===== src/logic/conv_config.svh =====
`ifndef CONV_CONFIG_SVH
`define CONV_CONFIG_SVH

// window and lane geometry
`define CONV_TAPS 9
`define CONV_LANES 4

// memory and counter widths
`define CONV_ADDR_W 16
`define CONV_DIM_W 6
`define CONV_CH_W 10

// nine 2-bit codebook indices per weight word
`define CONV_CODE_W 18

// output requantization
`define CONV_QSHIFT 5
`define CONV_QMAX 127

`endif


===== src/logic/conv_pkg.sv =====
`include "conv_config.svh"

package conv_pkg;

  typedef logic signed [7:0]  pixel_t;
  typedef logic signed [7:0]  weight_t;
  typedef logic signed [15:0] acc_t;
  typedef logic [31:0]        bias_t;

  typedef logic [`CONV_CODE_W/`CONV_TAPS-1:0] code_t;
  // one signed byte per code value
  typedef logic [(2**$bits(code_t))*$bits(weight_t)-1:0] codebook_t;

  typedef logic [`CONV_ADDR_W-1:0] addr_t;
  typedef logic [`CONV_DIM_W-1:0]  dim_t;
  typedef logic [`CONV_CH_W-1:0]   chan_t;

  typedef enum logic [2:0] {
    ph_idle,
    ph_load_bias,
    ph_load_weight,
    ph_fetch,
    ph_calc,
    ph_write,
    ph_done
  } phase_e;

endpackage


===== src/logic/conv_step_if.sv =====
`timescale 1ns/1ps

interface conv_step_if;
  import conv_pkg::*;

  phase_e     phase;
  logic [3:0] step;
  dim_t       x;
  dim_t       y;
  chan_t      cha;
  // base kernel of the current lane group
  chan_t      ker;
  logic       first_cha;
  logic       last_cha;
  dim_t       num_row;
  chan_t      num_channel;

  modport ctrl (output phase, step, x, y, cha, ker, first_cha, last_cha,
                       num_row, num_channel);

  modport unit (input phase, step, x, y, cha, ker, first_cha, last_cha,
                      num_row, num_channel);

endinterface


===== src/logic/conv_ctrl.sv =====
`timescale 1ns/1ps
`include "conv_config.svh"

module conv_ctrl (
  input  logic            clk,
  input  logic            rstn,
  input  logic            start,
  input  conv_pkg::dim_t  num_row,
  input  conv_pkg::chan_t num_channel,
  input  conv_pkg::chan_t num_kernel,
  conv_step_if.ctrl       step_bus,
  output logic            finish
);
  import conv_pkg::*;

  phase_e     phase;
  phase_e     phase_nxt;
  logic [3:0] step;
  logic [3:0] last_step;
  logic       phase_end;
  dim_t       x;
  dim_t       y;
  chan_t      cha;
  chan_t      ker;
  dim_t       n_row;
  chan_t      n_ch;
  chan_t      n_ker;
  logic       last_x;
  logic       last_pixel;
  logic       last_cha;
  logic       last_group;

  always_comb begin
    case (phase)
      ph_load_bias, ph_load_weight: last_step = 4'd4;
      ph_fetch:                     last_step = 4'd9;
      ph_write:                     last_step = 4'd11;
      default:                      last_step = 4'd0;
    endcase
  end

  assign phase_end  = (step == last_step);
  assign last_x     = (x == n_row - 1'b1);
  assign last_pixel = last_x && (y == n_row - 1'b1);
  assign last_cha   = (cha == n_ch - 1'b1);
  assign last_group = (ker == n_ker - chan_t'(`CONV_LANES));

  always_comb begin
    phase_nxt = phase;
    case (phase)
      ph_idle:        if (start) phase_nxt = ph_load_bias;
      ph_load_bias:   if (phase_end) phase_nxt = ph_load_weight;
      ph_load_weight: if (phase_end) phase_nxt = ph_fetch;
      ph_fetch:       if (phase_end) phase_nxt = ph_calc;
      ph_calc:        phase_nxt = ph_write;
      ph_write: begin
        if (phase_end) begin
          // x innermost, then y, then channel, then kernel group
          if (!last_pixel) phase_nxt = ph_fetch;
          else if (!last_cha) phase_nxt = ph_load_weight;
          else if (!last_group) phase_nxt = ph_load_bias;
          else phase_nxt = ph_done;
        end
      end
      default:        phase_nxt = ph_idle;
    endcase
  end

  always_ff @(posedge clk or negedge rstn) begin
    if (!rstn) begin
      phase <= ph_idle;
      step  <= '0;
      x     <= '0;
      y     <= '0;
      cha   <= '0;
      ker   <= '0;
      n_row <= '0;
      n_ch  <= '0;
      n_ker <= '0;
    end else begin
      phase <= phase_nxt;
      step  <= phase_end ? '0 : step + 1'b1;
      if (phase == ph_idle && start) begin
        n_row <= num_row;
        n_ch  <= num_channel;
        n_ker <= num_kernel;
        x     <= '0;
        y     <= '0;
        cha   <= '0;
        ker   <= '0;
      end else if (phase == ph_write && phase_end) begin
        x <= last_x ? '0 : x + 1'b1;
        if (last_x) begin
          y <= last_pixel ? '0 : y + 1'b1;
        end
        if (last_pixel) begin
          cha <= last_cha ? '0 : cha + 1'b1;
          if (last_cha) begin
            ker <= ker + chan_t'(`CONV_LANES);
          end
        end
      end
    end
  end

  assign step_bus.phase       = phase;
  assign step_bus.step        = step;
  assign step_bus.x           = x;
  assign step_bus.y           = y;
  assign step_bus.cha         = cha;
  assign step_bus.ker         = ker;
  assign step_bus.first_cha   = (cha == '0);
  assign step_bus.last_cha    = last_cha;
  assign step_bus.num_row     = n_row;
  assign step_bus.num_channel = n_ch;

  assign finish = (phase == ph_done);

endmodule


===== src/flat_wrapper.sv =====
// flat-port wrapper written by rule: the top's interface ports become plain ports
module conv_ctrl_flat import conv_pkg::*;
  (clk, rstn, start, num_row, num_channel, num_kernel, finish, step_bus_phase, step_bus_step, step_bus_x, step_bus_y, step_bus_cha, step_bus_ker, step_bus_first_cha, step_bus_last_cha, step_bus_num_row, step_bus_num_channel);
  conv_step_if step_bus_i ();
  input  logic clk;
  input  logic rstn;
  input  logic start;
  input  conv_pkg::dim_t num_row;
  input  conv_pkg::chan_t num_channel;
  input  conv_pkg::chan_t num_kernel;
  output logic finish;
  output wire logic [$bits(step_bus_i.phase)-1:0] step_bus_phase;
  output wire logic [$bits(step_bus_i.step)-1:0] step_bus_step;
  output wire logic [$bits(step_bus_i.x)-1:0] step_bus_x;
  output wire logic [$bits(step_bus_i.y)-1:0] step_bus_y;
  output wire logic [$bits(step_bus_i.cha)-1:0] step_bus_cha;
  output wire logic [$bits(step_bus_i.ker)-1:0] step_bus_ker;
  output wire logic [$bits(step_bus_i.first_cha)-1:0] step_bus_first_cha;
  output wire logic [$bits(step_bus_i.last_cha)-1:0] step_bus_last_cha;
  output wire logic [$bits(step_bus_i.num_row)-1:0] step_bus_num_row;
  output wire logic [$bits(step_bus_i.num_channel)-1:0] step_bus_num_channel;
  assign step_bus_phase = step_bus_i.phase;
  assign step_bus_step = step_bus_i.step;
  assign step_bus_x = step_bus_i.x;
  assign step_bus_y = step_bus_i.y;
  assign step_bus_cha = step_bus_i.cha;
  assign step_bus_ker = step_bus_i.ker;
  assign step_bus_first_cha = step_bus_i.first_cha;
  assign step_bus_last_cha = step_bus_i.last_cha;
  assign step_bus_num_row = step_bus_i.num_row;
  assign step_bus_num_channel = step_bus_i.num_channel;
  conv_ctrl u_core (.clk(clk), .rstn(rstn), .start(start), .num_row(num_row), .num_channel(num_channel), .num_kernel(num_kernel), .step_bus(step_bus_i), .finish(finish));
endmodule

===== config.mk =====
export PLATFORM = sky130hd
export DESIGN_NAME = conv_ctrl_flat
export DESIGN_NICKNAME = d
export VERILOG_FILES = /design/src/logic/conv_pkg.sv /design/src/logic/conv_step_if.sv /design/src/logic/conv_ctrl.sv /design/src/flat_wrapper.sv
export VERILOG_INCLUDE_DIRS = /design/src /design/src/logic
export SDC_FILE = /design/constraint.sdc
export NUM_CORES = 1
export LEC_CHECK = 0
export ABC_CLOCK_PERIOD_IN_PS = 5770
export BUFFER_PORTS_ARGS = -buffer_cell sky130_fd_sc_hd__buf_2
export CORE_MARGIN = 1.5
export CORE_UTILIZATION = 35
export DETAILED_ROUTE_END_ITERATION = 7
export GPL_ROUTABILITY_DRIVEN = 0
export PLACE_DENSITY = 0.59
export SYNTH_ARGS = -nofsm -noshare
export SYNTH_HDL_FRONTEND = slang
export SYNTH_SLANG_ARGS = --single-unit

===== constraint.sdc =====
create_clock -name clk -period 5.77 [get_ports clk]
set_input_delay 0.577 -clock clk [delete_from_list [all_inputs] [get_ports clk]]
set_output_delay 0.577 -clock clk [all_outputs]
set_load 0.01 [all_outputs]

* After elaboration in Yosys (flattened, before gate mapping)
Cells that the tools add are included. Widths: inputs -> output; s select.
Operators by class: reductions and logical operators 14, add/sub/neg operators 8, multiplexer cells 26, eq/ne operators 16
Operator list (count):
- $mux 10 | 8
- $mux 6 | 7
- $mux 3 | 8
- $eq 10x10->1 | 2
- $pmux 3 s6 | 1
- $add 6x1->6 const B | 2
- $eq 6x6->1 | 2
- $pmux 4 s3 | 1
- $add 10x1->10 const B | 1
- $add 10x3->10 const B | 1
- $logic_not 10->1 | 1
- $sub 10x1->10 const B | 1
- $sub 10x3->10 const B | 1
- $eq 3x3->1 const B | 3
- $ne 2x1->1 const B | 4
- $reduce_bool 2->1 | 4
- $eq 3x2->1 const B | 2
- $sub 6x1->6 const B | 1
- $reduce_and 5->1 | 1
- $add 4x1->4 const B | 1
- $eq 4x4->1 | 1
- $mux 4 | 1
- $reduce_and 2->1 | 2
- $eq 3x1->1 const B | 1
- 5 further kinds | 7
Storage, ports and cells: logic and storage cells 73, input port bits 29, output and inout bits 58, register bits 65

* Longest topological paths before layout
Gate-level depths: netlist of the first run.
depth in word-level cells 7, mapped depth 11, mapped depth without buffers 10

* Worst setup path before layout of the first run
Ideal clock, no wire load.
path type register to register, start register u_core.n_ch[2] (netlist: u_core.step_bus.num_channel[2]), end register u_core.ker[8] (netlist: u_core.step_bus.ker[8]), setup time 0.078 ns, stages on the path, launching flop included 10, data required time 5.692 ns, path buffers 2, clock period less this slack 2.803 ns, slack 2.967 ns, data arrival time 2.725 ns, cell sequence dfrtp_1 -> buf_6 -> or4_4 -> o21ai_1 -> or4b_4 -> a211oi_4 -> nand4_2 -> buf_2 -> or3_1 -> a21oi_1
On the way: longest elaborated chain between the ends 4
RTL lines:
- start: declaration | RTL line conv_ctrl.sv:26 | chan_t n_ch;
- start signal: assignment | RTL line conv_ctrl.sv:85 | n_ch <= num_channel;
- $sub 10x1->10 | RTL line conv_ctrl.sv:45 | assign last_cha = (cha == n_ch - 1'b1);
- $eq 10x10->1 | RTL line conv_ctrl.sv:45
- $reduce_bool 2->1 (no line)
- $reduce_and 3->1 (no line)
- end signal: assignment | RTL line conv_ctrl.sv:99 | ker <= ker + chan_t'(`CONV_LANES);
- end: declaration | RTL line conv_ctrl.sv:24 | chan_t ker;
Every way passes these cells. A chain may end at the register's enable or synchronous reset.

* Final worst setup path of the first run
start register u_core.n_ch[2] (netlist: u_core.step_bus.num_channel[2]), end output port step_bus_last_cha
On the way: longest elaborated chain between the ends 2
RTL lines:
- $sub 10x1->10 | RTL line conv_ctrl.sv:45
- $eq 10x10->1 | RTL line conv_ctrl.sv:45
- end: declaration | RTL line flat_wrapper.sv:19 | output wire logic [$bits(step_bus_i.last_cha)-1:0] step_bus_last_cha;
Every way passes these cells.

==> results.sh, run 1 <==
export IMPL_status="completed"
export IMPL_cp_required_ns=5.19
export IMPL_syn_inst=459
export IMPL_tns_ns=0
export IMPL_pre_cts_ws_ns=2.444
export IMPL_rsz0062_at_grt="false"
export IMPL_drv_slew=0
export IMPL_final_area_um2=4623
export IMPL_rows=38
export IMPL_irDropWorstVdd_mv=0.1967
export IMPL_grt_start_max_net_pins=64
export IMPL_clkTransAtPathRegs_ns=0.07
export IMPL_crit_path_start="u_core.step_bus.num_channel[2]"
export IMPL_worst_setup_path_end_kind="output pin"
export IMPL_insertion_delay_ns=0.35
export IMPL_worst_setup_path_type="reg -> out"
export IMPL_postRouteAntennaNets=0
export IMPL_ys_warn_count=0
export IMPL_ctsLongestPathBuffers=2
export IMPL_root_buffer="clkbuf_8"
export IMPL_final_cell_mix="99 x nand2_1, 84 x buf_2, 63 x dfrtp_1, 27 x nor2_1"
export IMPL_p_per_area_nw_per_um2=491.4
export IMPL_layout_drive_gt1_share_pct=21.38
export IMPL_dp_hpwl_um=7015
export IMPL_die_h_um=109.0
export IMPL_crit_arrival_ns=3.10
export IMPL_synth_area_um2=3931
export IMPL_fin_crit_sh_pct=63.72
export IMPL_synth_edf_count=0
export IMPL_drt_initial_drc_count=173
export IMPL_maxCapViolations=0
export IMPL_cts_tree="yes"
export IMPL_period_needed_ns=3.677
export IMPL_fin_ws_ns=2.093
export IMPL_die_area_um2=11880
export IMPL_fin_hold_ws_ns=0.4065
export IMPL_finalSetupViolations=0
export IMPL_hold_path_class="in -> async"
export IMPL_wire_per_inst_um=14.69
export IMPL_syn_area_per_cell_um2=8.565
export IMPL_synth_flop_cell="dfrtp_1"
export IMPL_p_leak_nw=2.233
export IMPL_startpoint_type="flip-flop"
export IMPL_grt_pass1_wl_um=16220
export IMPL_first_pass_iters=5
export IMPL_antenna_found_initial=0
export IMPL_utilization_pct=42.46
export IMPL_h_tree_depth=3
export IMPL_crit_fanout=12
export IMPL_ys_seq_area_share_pct=40.10
export IMPL_fmax_ghz=0.2720
export IMPL_cts_resized=0
export IMPL_grtUsageTotal_pct=17.39
export IMPL_ios=87
export IMPL_final_hold_violation_count=0
export IMPL_rr_startpoint="u_core.step_bus.num_row[0]"
export IMPL_cts_buffers=9
export IMPL_insertedDiodeCount=0
export IMPL_slew_headroom_pct=31.03
export IMPL_clkSinkCount=63
export IMPL_grt_pass1_vias=3343
export IMPL_async_reset_ff_share_pct=100.0
export IMPL_drcViolationCount=0
export IMPL_post_dp_cell_area_um2=4415
export IMPL_port_buffers=84
export IMPL_postCtsHoldBufs=0
export IMPL_yosys_register_bits=63
export IMPL_layout_commonest_cell="nand2_1"
export IMPL_routed_wl_um=9959
export IMPL_syn2layout_area_growth_pct=17.60
export IMPL_post_cts_buffers=0
export IMPL_core_area_um2=10890
export IMPL_tightestPinTransition_ns=1.032
export IMPL_vias=3506
export IMPL_nets=571
export IMPL_ys_types=59
export IMPL_overflow=0
export IMPL_start_util_pct=36.11
export IMPL_r2r_setup_slack_ns=2.42
export IMPL_fin_skew_ns=0.007906
export IMPL_vias_per_cell=5.171
export IMPL_die_x_um=109.0
[state kept, by name (all words and copies together), names as in the netlist]
| signal | flops |
|---|---|
| u_core.step_bus.y | 6 |
| u_core.step_bus.num_row | 6 |
| u_core.step_bus.num_channel | 10 |
| u_core.step_bus.cha | 10 |
| u_core.step_bus.ker | 8 |
| u_core.n_ker | 10 |
| u_core.step_bus.step | 4 |
| u_core.step_bus.phase | 3 |
| u_core.step_bus.x | 6 |
[power breakdown]
group	internal (mW)	total, mW	switching [mW]	leakage [nW]
Combinational	0.469	1.01	0.536	1.33
Sequential	0.598	0.861	0.262	0.795
Clock	0.222	0.406	0.184	0.105
[logic make-up after synthesis]
logic type | share of synthesized area [%]
xor gates and xnor gates | 10.47
DFF | 40.10
muxes | 1.019
and+or+nand+nor | 28.55
buffers and inverters | 4.678
AOI/OAI and AO/OA | 12.22
other | 0.09539
adders and majority gates | 2.864
[cell type report]
type	instances	area, µm²
Clock buffer	11	151.4
Clock inverter	5	56.30
Fill cell	1136	6265
Inverter	16	60.06
Multi-Input combinational cell	358	2176
Sequential cell	63	1577
Tap cell	140	175.2
Timing Repair Buffer	85	427.9
[critical path: stages (launching register included)]
cell and delay [ns]:
dfrtp_1 0.48, or4_4 0.59, o21ai_1 0.14, or4b_4 0.50, a211oi_4 0.27, nand2_1 0.32
inv_2 0.27, buf_2 0.18
[per-stage QoR]
stage          total power [mW]  cells
2_1_floorplan             1.574    460
3_3_place_gp              1.852    662
3_5_place_dp              1.884    662
4_1_cts                   2.302    678
5_1_grt                   2.472    678
6_report                  2.272    678
[final timing paths]
kind / endpoint / cells after the start
worst max-delay path: step_bus_last_cha / 7
worst min-delay path: u_core.step_bus.step[2] / 2
worst max register to register: u_core.step_bus.cha[8] / 7
worst min register to register: u_core.n_ker[1] / 2
max in group asynchronous: u_core.step_bus.cha[8] / 2
min in group clk: u_core.step_bus.num_row[4] / 3
[cells in the mapped netlist (all sizes together) (3+ instances only)]
master	n	area, µm²
buf	6	50.04
mux2i	4	40.04
clkbuf	16	63.81
nand3b	5	37.54
xnor2	18	157.7
dfrtp	63	1577
nor3	10	61.31
nor3b	6	45.04
a31oi	5	31.28
nand2	99	371.6
and3	8	50.05
o31ai	7	52.55
nand4b	3	26.28
a211oi	6	57.56
nand3	25	125.1
nand4	6	43.79
inv	16	60.05
nor4	7	43.79
nor2b	5	31.28
or3	6	42.54
or4	7	56.30
ha	9	112.6
xor2	21	183.9
o21ai	27	135.1
a21oi	20	103.9
nor2	27	101.4
[routing by layer]
metal	up-vias	wire [µm]	GRT usage (%)
met5	-	0	0
met4	0	41	6.109
li1	1744	-	-
met2	75	4684	28.04
met1	1683	4695	23.01
met3	4	537	3.706
Power figures use the tool's default switching activity.
==> run 2, diff against run 1 <==
--- a/config.mk
+++ b/config.mk
@@ -6,13 +6,14 @@
 export SDC_FILE = /design/constraint.sdc
 export NUM_CORES = 1
 export LEC_CHECK = 0
-export ABC_CLOCK_PERIOD_IN_PS = 5770
+export ABC_AREA = 1
+export ABC_CLOCK_PERIOD_IN_PS = 3400
 export BUFFER_PORTS_ARGS = -buffer_cell sky130_fd_sc_hd__buf_2
 export CORE_MARGIN = 1.5
 export CORE_UTILIZATION = 35
 export DETAILED_ROUTE_END_ITERATION = 7
 export GPL_ROUTABILITY_DRIVEN = 0
-export PLACE_DENSITY = 0.59
+export PLACE_DENSITY = 0.58
 export SYNTH_ARGS = -nofsm -noshare
 export SYNTH_HDL_FRONTEND = slang
 export SYNTH_SLANG_ARGS = --single-unit
==> constraint.sdc (replaced) <==
create_clock -name clk -period 3.4 [get_ports clk]
set_input_delay 0.34 -clock clk [delete_from_list [all_inputs] [get_ports clk]]
set_output_delay 0.34 -clock clk [all_outputs]
set_load 0.01 [all_outputs]
==> results.sh, run 2 <==
export IMPL_post_cts_buffers=0
export IMPL_die_h_um=112.7
export IMPL_rows=39
export IMPL_p_per_area_nw_per_um2=324.5
export IMPL_slowest_delay_ns=0.39
export IMPL_timing_rr_end="u_core.step_bus.cha[3]"
export IMPL_postCtsHoldBufs=0
export IMPL_status="completed"
export IMPL_final_hold_violation_count=0
export IMPL_core_area_um2=11560
export IMPL_layout_commonest_cell="nand2_1"
export IMPL_critPathBufInv=2
export IMPL_synth_top_area_share_pct=37.42
export IMPL_grt_pass1_wl_um=18010
export IMPL_final_cell_mix="209 x nand2_1, 84 x inv_1, 84 x buf_2, 63 x dfrtp_1, 58 x nand3_1"
export IMPL_path_cells="inv_1 -> ha_1 -> nand2_1 -> nand3_1 -> nand2_1 -> nor2_1 -> nand2_1 -> nor2_1 -> nand2_1 -> nor2_1 -> buf_2"
export IMPL_ys_types=32
export IMPL_worst_setup_path_end_kind="output pin"
export IMPL_fin_skew_ns=0.005306
export IMPL_synthTopCellsByArea="dfrtp_1 37%, nand2_1 19%, inv_1 7.5%, nand3_1 6.9%, nor2_1 4.8%"
export IMPL_port_buffers=84
export IMPL_cp_top_family="simple AND/OR/NAND/NOR gates"
export IMPL_fmax_ghz=0.3872
export IMPL_worst_path_max_delay_cell="nor2_1"
export IMPL_synth_top_family_by_area="simple AND/OR/NAND/NOR gates"
export IMPL_p_seq_share_pct=46.0
export IMPL_cp_required_ns=3.06
export IMPL_synth_compound_area_share_pct=7.484
export IMPL_drcViolationCount=0
export IMPL_finalSetupViolations=0
export IMPL_async_reset_ff_share_pct=100.0
export IMPL_path_depth=11
export IMPL_tns_ns=0
export IMPL_h_tree_depth=3
export IMPL_worst_setup_path_type="reg -> out"
export IMPL_postRouteAntennaNets=0
export IMPL_ys_seq_area_share_pct=37.42
export IMPL_wire_per_inst_um=12.70
export IMPL_synth_most_common_cell="nand2_1"
export IMPL_yosys_register_bits=63
export IMPL_drv_slew=0
export IMPL_synthSimpleGateAreaFrac_pct=36.95
export IMPL_irDropWorstVdd_mv=0.1710
export IMPL_routed_wl_um=10810
export IMPL_synth_edf_count=0
export IMPL_crit_path_start="u_core.step_bus.num_channel[0]"
export IMPL_ys_warn_count=0
export IMPL_hold_path_class="in -> async"
export IMPL_slew_headroom_pct=44.71
export IMPL_ios=87
export IMPL_crit_path_end="step_bus_last_cha"
export IMPL_insertedDiodeCount=0
export IMPL_crit_top_cell="nand2_1"
export IMPL_cts_tree="yes"
export IMPL_syn_area_per_cell_um2=6.806
export IMPL_rsz0062_at_grt="false"
export IMPL_r2r_worst_path_cells=11
export IMPL_startpoint_type="flip-flop"
export IMPL_ctsLongestPathBuffers=2
export IMPL_synth_flop_cell="dfrtp_1"
export IMPL_vias_per_cell=4.863
export IMPL_first_pass_iters=4
export IMPL_clkSinkCount=63
export IMPL_r2r_setup_slack_ns=0.89
export IMPL_period_needed_ns=2.582
export IMPL_die_x_um=112.7
export IMPL_finalPower_mw=1.631
export IMPL_rr_startpoint="u_core.step_bus.num_row[0]"
export IMPL_crit_arrival_ns=2.24
export IMPL_layout_drive_gt1_share_pct=17.80
export IMPL_synth_adder_area_share_pct=2.673
export IMPL_root_buffer="clkbuf_16"
export IMPL_fill_cells=1208
export IMPL_dp_hpwl_um=8090
export IMPL_die_area_um2=12700
export IMPL_p_switching_uw=364.1
export IMPL_synth_mux_area_share_pct=0
export IMPL_vias=4138
export IMPL_swShare_pct=22.32
export IMPL_antenna_found_initial=0
export IMPL_p_int_mw=1.267
export IMPL_maxCapViolations=0
export IMPL_nets=742
export IMPL_fin_crit_sh_pct=75.96
export IMPL_cts_buffers=9
export IMPL_syn_inst=619
export IMPL_synth_area_um2=4213
export IMPL_drt_initial_drc_count=171
export IMPL_grt_pass1_vias=3811
export IMPL_tightestPinTransition_ns=0.8293
export IMPL_insertion_delay_ns=0.34
export IMPL_grt_start_max_net_pins=64
export IMPL_grtUsageTotal_pct=17.59
export IMPL_crit_fanout=6
export IMPL_p_leak_nw=2.598
export IMPL_cts_resized=0
export IMPL_clkTransAtPathRegs_ns=0.05
export IMPL_synthTopCellsByCount="209 x nand2_1, 84 x inv_1, 63 x dfrtp_1"
export IMPL_clockPowerShare_pct=52.0
export IMPL_yosysTopAreaCell="dfrtp_1"
export IMPL_p_comb_share_pct=2.0
export IMPL_synth_xor_area_share_pct=5.524
export IMPL_start_util_pct=36.43
export IMPL_overflow=0
export IMPL_syn2layout_area_growth_pct=19.31
-- run 2: cell type report --
class	count	area [µm²]	share of cell area, %
Multi-Input combinational cell	453	2225	44.26
Sequential cell	63	1577	31.37
Timing Repair Buffer	87	442.9	8.813
Inverter	90	337.8	6.721
Clock buffer	11	242.7	4.829
Tap cell	143	178.9	3.560
Clock inverter	4	22.52	0.4481
-- run 2: worst min-delay path by stage --
stage,end,slack (ns),depth (start not counted)
after floorplan,u_core.n_ker[0],0.04,0
after global placement,u_core.n_ker[9],0.49,2
after global routing,u_core.step_bus.num_channel[5],0.21,3
final,u_core.step_bus.num_channel[1],0.17,2
after CTS,u_core.step_bus.num_channel[9],0.20,3
after detailed placement,u_core.n_ker[9],0.50,2
-- run 2: power groups by stage --
stage | Combinational, mW | Clock, mW | Sequential [mW]
after floorplan | 0.00266 | 0 | 0.764
after global placement | 0.0336 | 0 | 0.763
after detailed placement | 0.0345 | 0 | 0.763
after CTS | 0.0344 | 0.870 | 0.750
after global routing | 0.0382 | 0.901 | 0.750
final | 0.0324 | 0.848 | 0.750
-- run 2: stage by stage --
stage	setup WS [ns]	std cells	cell area (µm²)	hold WS (ns)	utilization, %
final	0.8175	851	5026	0.1683	43.46
after global routing	0.6022	851	5026	0.2132	43.46
after CTS	0.8273	851	5026	0.2017	43.46
after detailed placement	0.8840	836	4761	0.4975	41.17
after global placement	0.8994	836	4761	0.4945	41.17
after floorplan	1.321	620	4217	0.04441	-
-- run 2: kinds of logic (layout without fill, tap and decap cells) --
kind of cell	Yosys count	count (layout)
XOR/XNOR	25	25
adder cells (fa/ha/maj)	9	9
other	1	2
AO/OA/AOI/OAI	52	52
AND/OR/NAND/NOR	365	365
buffers and inverters	104	192
flip-flops	63	63
-- run 2: per-layer routing --
metal  vias up  wire length [µm]  global-route usage (%)
li1       2129                 -                       -
met1      1897              5132                   23.59
met2        98              4954                   28.33
met3        14               595                   4.392
met4         0               125                   4.979
met5         -                 0                       0
==> run 3, diff against run 2 <==
--- a/config.mk
+++ b/config.mk
@@ -7,7 +7,7 @@
 export NUM_CORES = 1
 export LEC_CHECK = 0
 export ABC_AREA = 1
-export ABC_CLOCK_PERIOD_IN_PS = 3400
+export ABC_CLOCK_PERIOD_IN_PS = 2700
 export BUFFER_PORTS_ARGS = -buffer_cell sky130_fd_sc_hd__buf_2
 export CORE_MARGIN = 1.5
 export CORE_UTILIZATION = 35
==> constraint.sdc (replaced) <==
create_clock -name clk -period 2.7 [get_ports clk]
set_input_delay 0.27 -clock clk [delete_from_list [all_inputs] [get_ports clk]]
set_output_delay 0.27 -clock clk [all_outputs]
set_load 0.01 [all_outputs]
==> results.sh, run 3 (same netlist as run 2, synthesis figures left out) <==
export IMPL_worst_path_max_delay_cell="dfrtp_1"
export IMPL_fmax_ghz=0.3970
export IMPL_layout_commonest_cell="nand2_1"
export IMPL_postRouteAntennaNets=0
export IMPL_root_buffer="clkbuf_16"
export IMPL_nets=744
export IMPL_rows=39
export IMPL_dp_hpwl_um=8249
export IMPL_rr_startpoint="u_core.step_bus.num_row[0]"
export IMPL_final_hold_violation_count=0
export IMPL_grt_pass1_wl_um=18510
export IMPL_crit_top_cell="nand2_1"
export IMPL_finalPower_mw=2.255
export IMPL_drv_slew=0
export IMPL_ctsLongestPathBuffers=2
export IMPL_fin_skew_ns=0.008881
export IMPL_drt_initial_drc_count=171
export IMPL_crit_arrival_ns=2.25
export IMPL_wire_per_inst_um=13.01
export IMPL_path_cells="inv_1 -> ha_1 -> inv_1 -> nand2_1 -> nand2_1 -> nand2_1 -> nor2_1 -> nand2_1 -> nor2_1 -> nand2_1 -> nor2_1 -> buf_2"
export IMPL_crit_fanout=5
export IMPL_final_cell_mix="209 x nand2_1, 84 x inv_1, 84 x buf_2, 63 x dfrtp_1, 58 x nand3_1"
export IMPL_routed_wl_um=11110
export IMPL_vias=4150
export IMPL_core_area_um2=11560
export IMPL_ios=87
export IMPL_layout_drive_gt1_share_pct=18.28
export IMPL_post_dp_cell_area_um2=4788
export IMPL_timing_rr_end="u_core.step_bus.phase[0]"
export IMPL_maxCapViolations=0
export IMPL_startpoint_type="flip-flop"
export IMPL_hold_path_class="in -> async"
export IMPL_port_buffers=84
export IMPL_die_area_um2=12700
export IMPL_syn2layout_area_growth_pct=21.41
export IMPL_fill_cells=1154
export IMPL_die_x_um=112.7
export IMPL_slowest_delay_ns=0.39
export IMPL_tns_ns=0
export IMPL_cp_required_ns=2.43
export IMPL_vias_per_cell=4.859
export IMPL_final_area_um2=5115
export IMPL_tightestPinTransition_ns=0.8347
export IMPL_grt_pass1_vias=3875
export IMPL_start_util_pct=36.43
export IMPL_insertion_delay_ns=0.34
export IMPL_overflow=0
export IMPL_rsz0062_at_grt="false"
export IMPL_drcViolationCount=0
export IMPL_worst_setup_path_type="reg -> out"
export IMPL_fin_crit_sh_pct=93.30
export IMPL_worst_setup_path_end_kind="output pin"
export IMPL_r2r_setup_slack_ns=0.33
export IMPL_finalSetupViolations=0
export IMPL_h_tree_depth=3
export IMPL_p_leak_nw=2.642
export IMPL_r2r_worst_path_cells=13
export IMPL_grt_start_max_net_pins=64
export IMPL_antenna_found_initial=0
export IMPL_slew_headroom_pct=44.35
export IMPL_insertedDiodeCount=0
export IMPL_post_cts_buffers=0
export IMPL_crit_path_start="u_core.step_bus.num_channel[0]"
export IMPL_clkTransAtPathRegs_ns=0.06
export IMPL_cts_tree="yes"
export IMPL_p_per_area_nw_per_um2=440.9
export IMPL_cts_buffers=9
export IMPL_crit_path_end="step_bus_last_cha"
export IMPL_grtUsageTotal_pct=18.19
export IMPL_first_pass_iters=4
export IMPL_period_needed_ns=2.519
export IMPL_status="completed"
export IMPL_clkSinkCount=63
export IMPL_die_h_um=112.7
export IMPL_irDropWorstVdd_mv=0.2403
-- run 3: cell type report --
cell class | count | area, µm² | area share [%]
Sequential cell | 63 | 1577 | 30.82
Inverter | 90 | 337.8 | 6.605
Timing Repair Buffer | 89 | 470.5 | 9.198
Multi-Input combinational cell | 453 | 2230 | 43.59
Clock buffer | 9 | 225.2 | 4.403
Tap cell | 143 | 178.9 | 3.498
Clock inverter | 7 | 96.34 | 1.884
-- run 3: layer usage --
metal / vias to the layer above / global-route usage (%) / share of wire [%]
li1: 2134 / - / -
met1: 1886 / 25.17 / 48
met2: 112 / 28.25 / 44
met3: 18 / 3.482 / 5.8
met4: 0 / 7.004 / 1.9
met5: - / 0 / 0
-- run 3: power by group --
group	total, mW	switching (mW)	internal [mW]
clock network	1.27	0.460	0.809
registers	0.944	0	0.944
logic	0.0413	0.0264	0.0149
total	2.26	0.487	1.77
-- run 3: worst max-delay path: cells and delay by family (launching register included) --
family        cells  cell delay [ns]
simple gates      8             0.84
buf+inv           3             0.42
fa+ha+maj         1             0.27
flops             1             0.39
-- run 3: worst min path at each step --
stage | startpoint | to
6_report | rstn | u_core.step_bus.num_channel[4]
2_1_floorplan | rstn | u_core.n_ker[0]
3_3_place_gp | num_channel[0] | u_core.step_bus.num_channel[0]
4_1_cts | num_channel[3] | u_core.step_bus.num_channel[3]
3_5_place_dp | num_channel[3] | u_core.step_bus.num_channel[3]
5_1_grt | num_kernel[7] | u_core.n_ker[7]
-- run 3: per-stage QoR --
stage | util [%] | hold WS [ns] | std cells | setup slack [ns]
finish | 44.23 | 0.1056 | 854 | 0.1808
global route | 44.23 | 0.1438 | 854 | 0.01047
CTS | 44.18 | 0.1280 | 854 | 0.1282
detailed placement | 41.40 | 0.4828 | 838 | 0.2446
global placement | 41.40 | 0.4747 | 838 | 0.3295
floorplan | - | -0.02559 | 620 | 0.6215
-- run 3: what timing repair did --
| action | 4_1_cts | 5_1_grt |
|---|---|---|
| endpoints found under the setup margin | 0 | 10 |
| hold buffers | 0 | 0 |
| hold endpoints to repair | 0 | 0 |
| resized for setup | 0 | 1 |
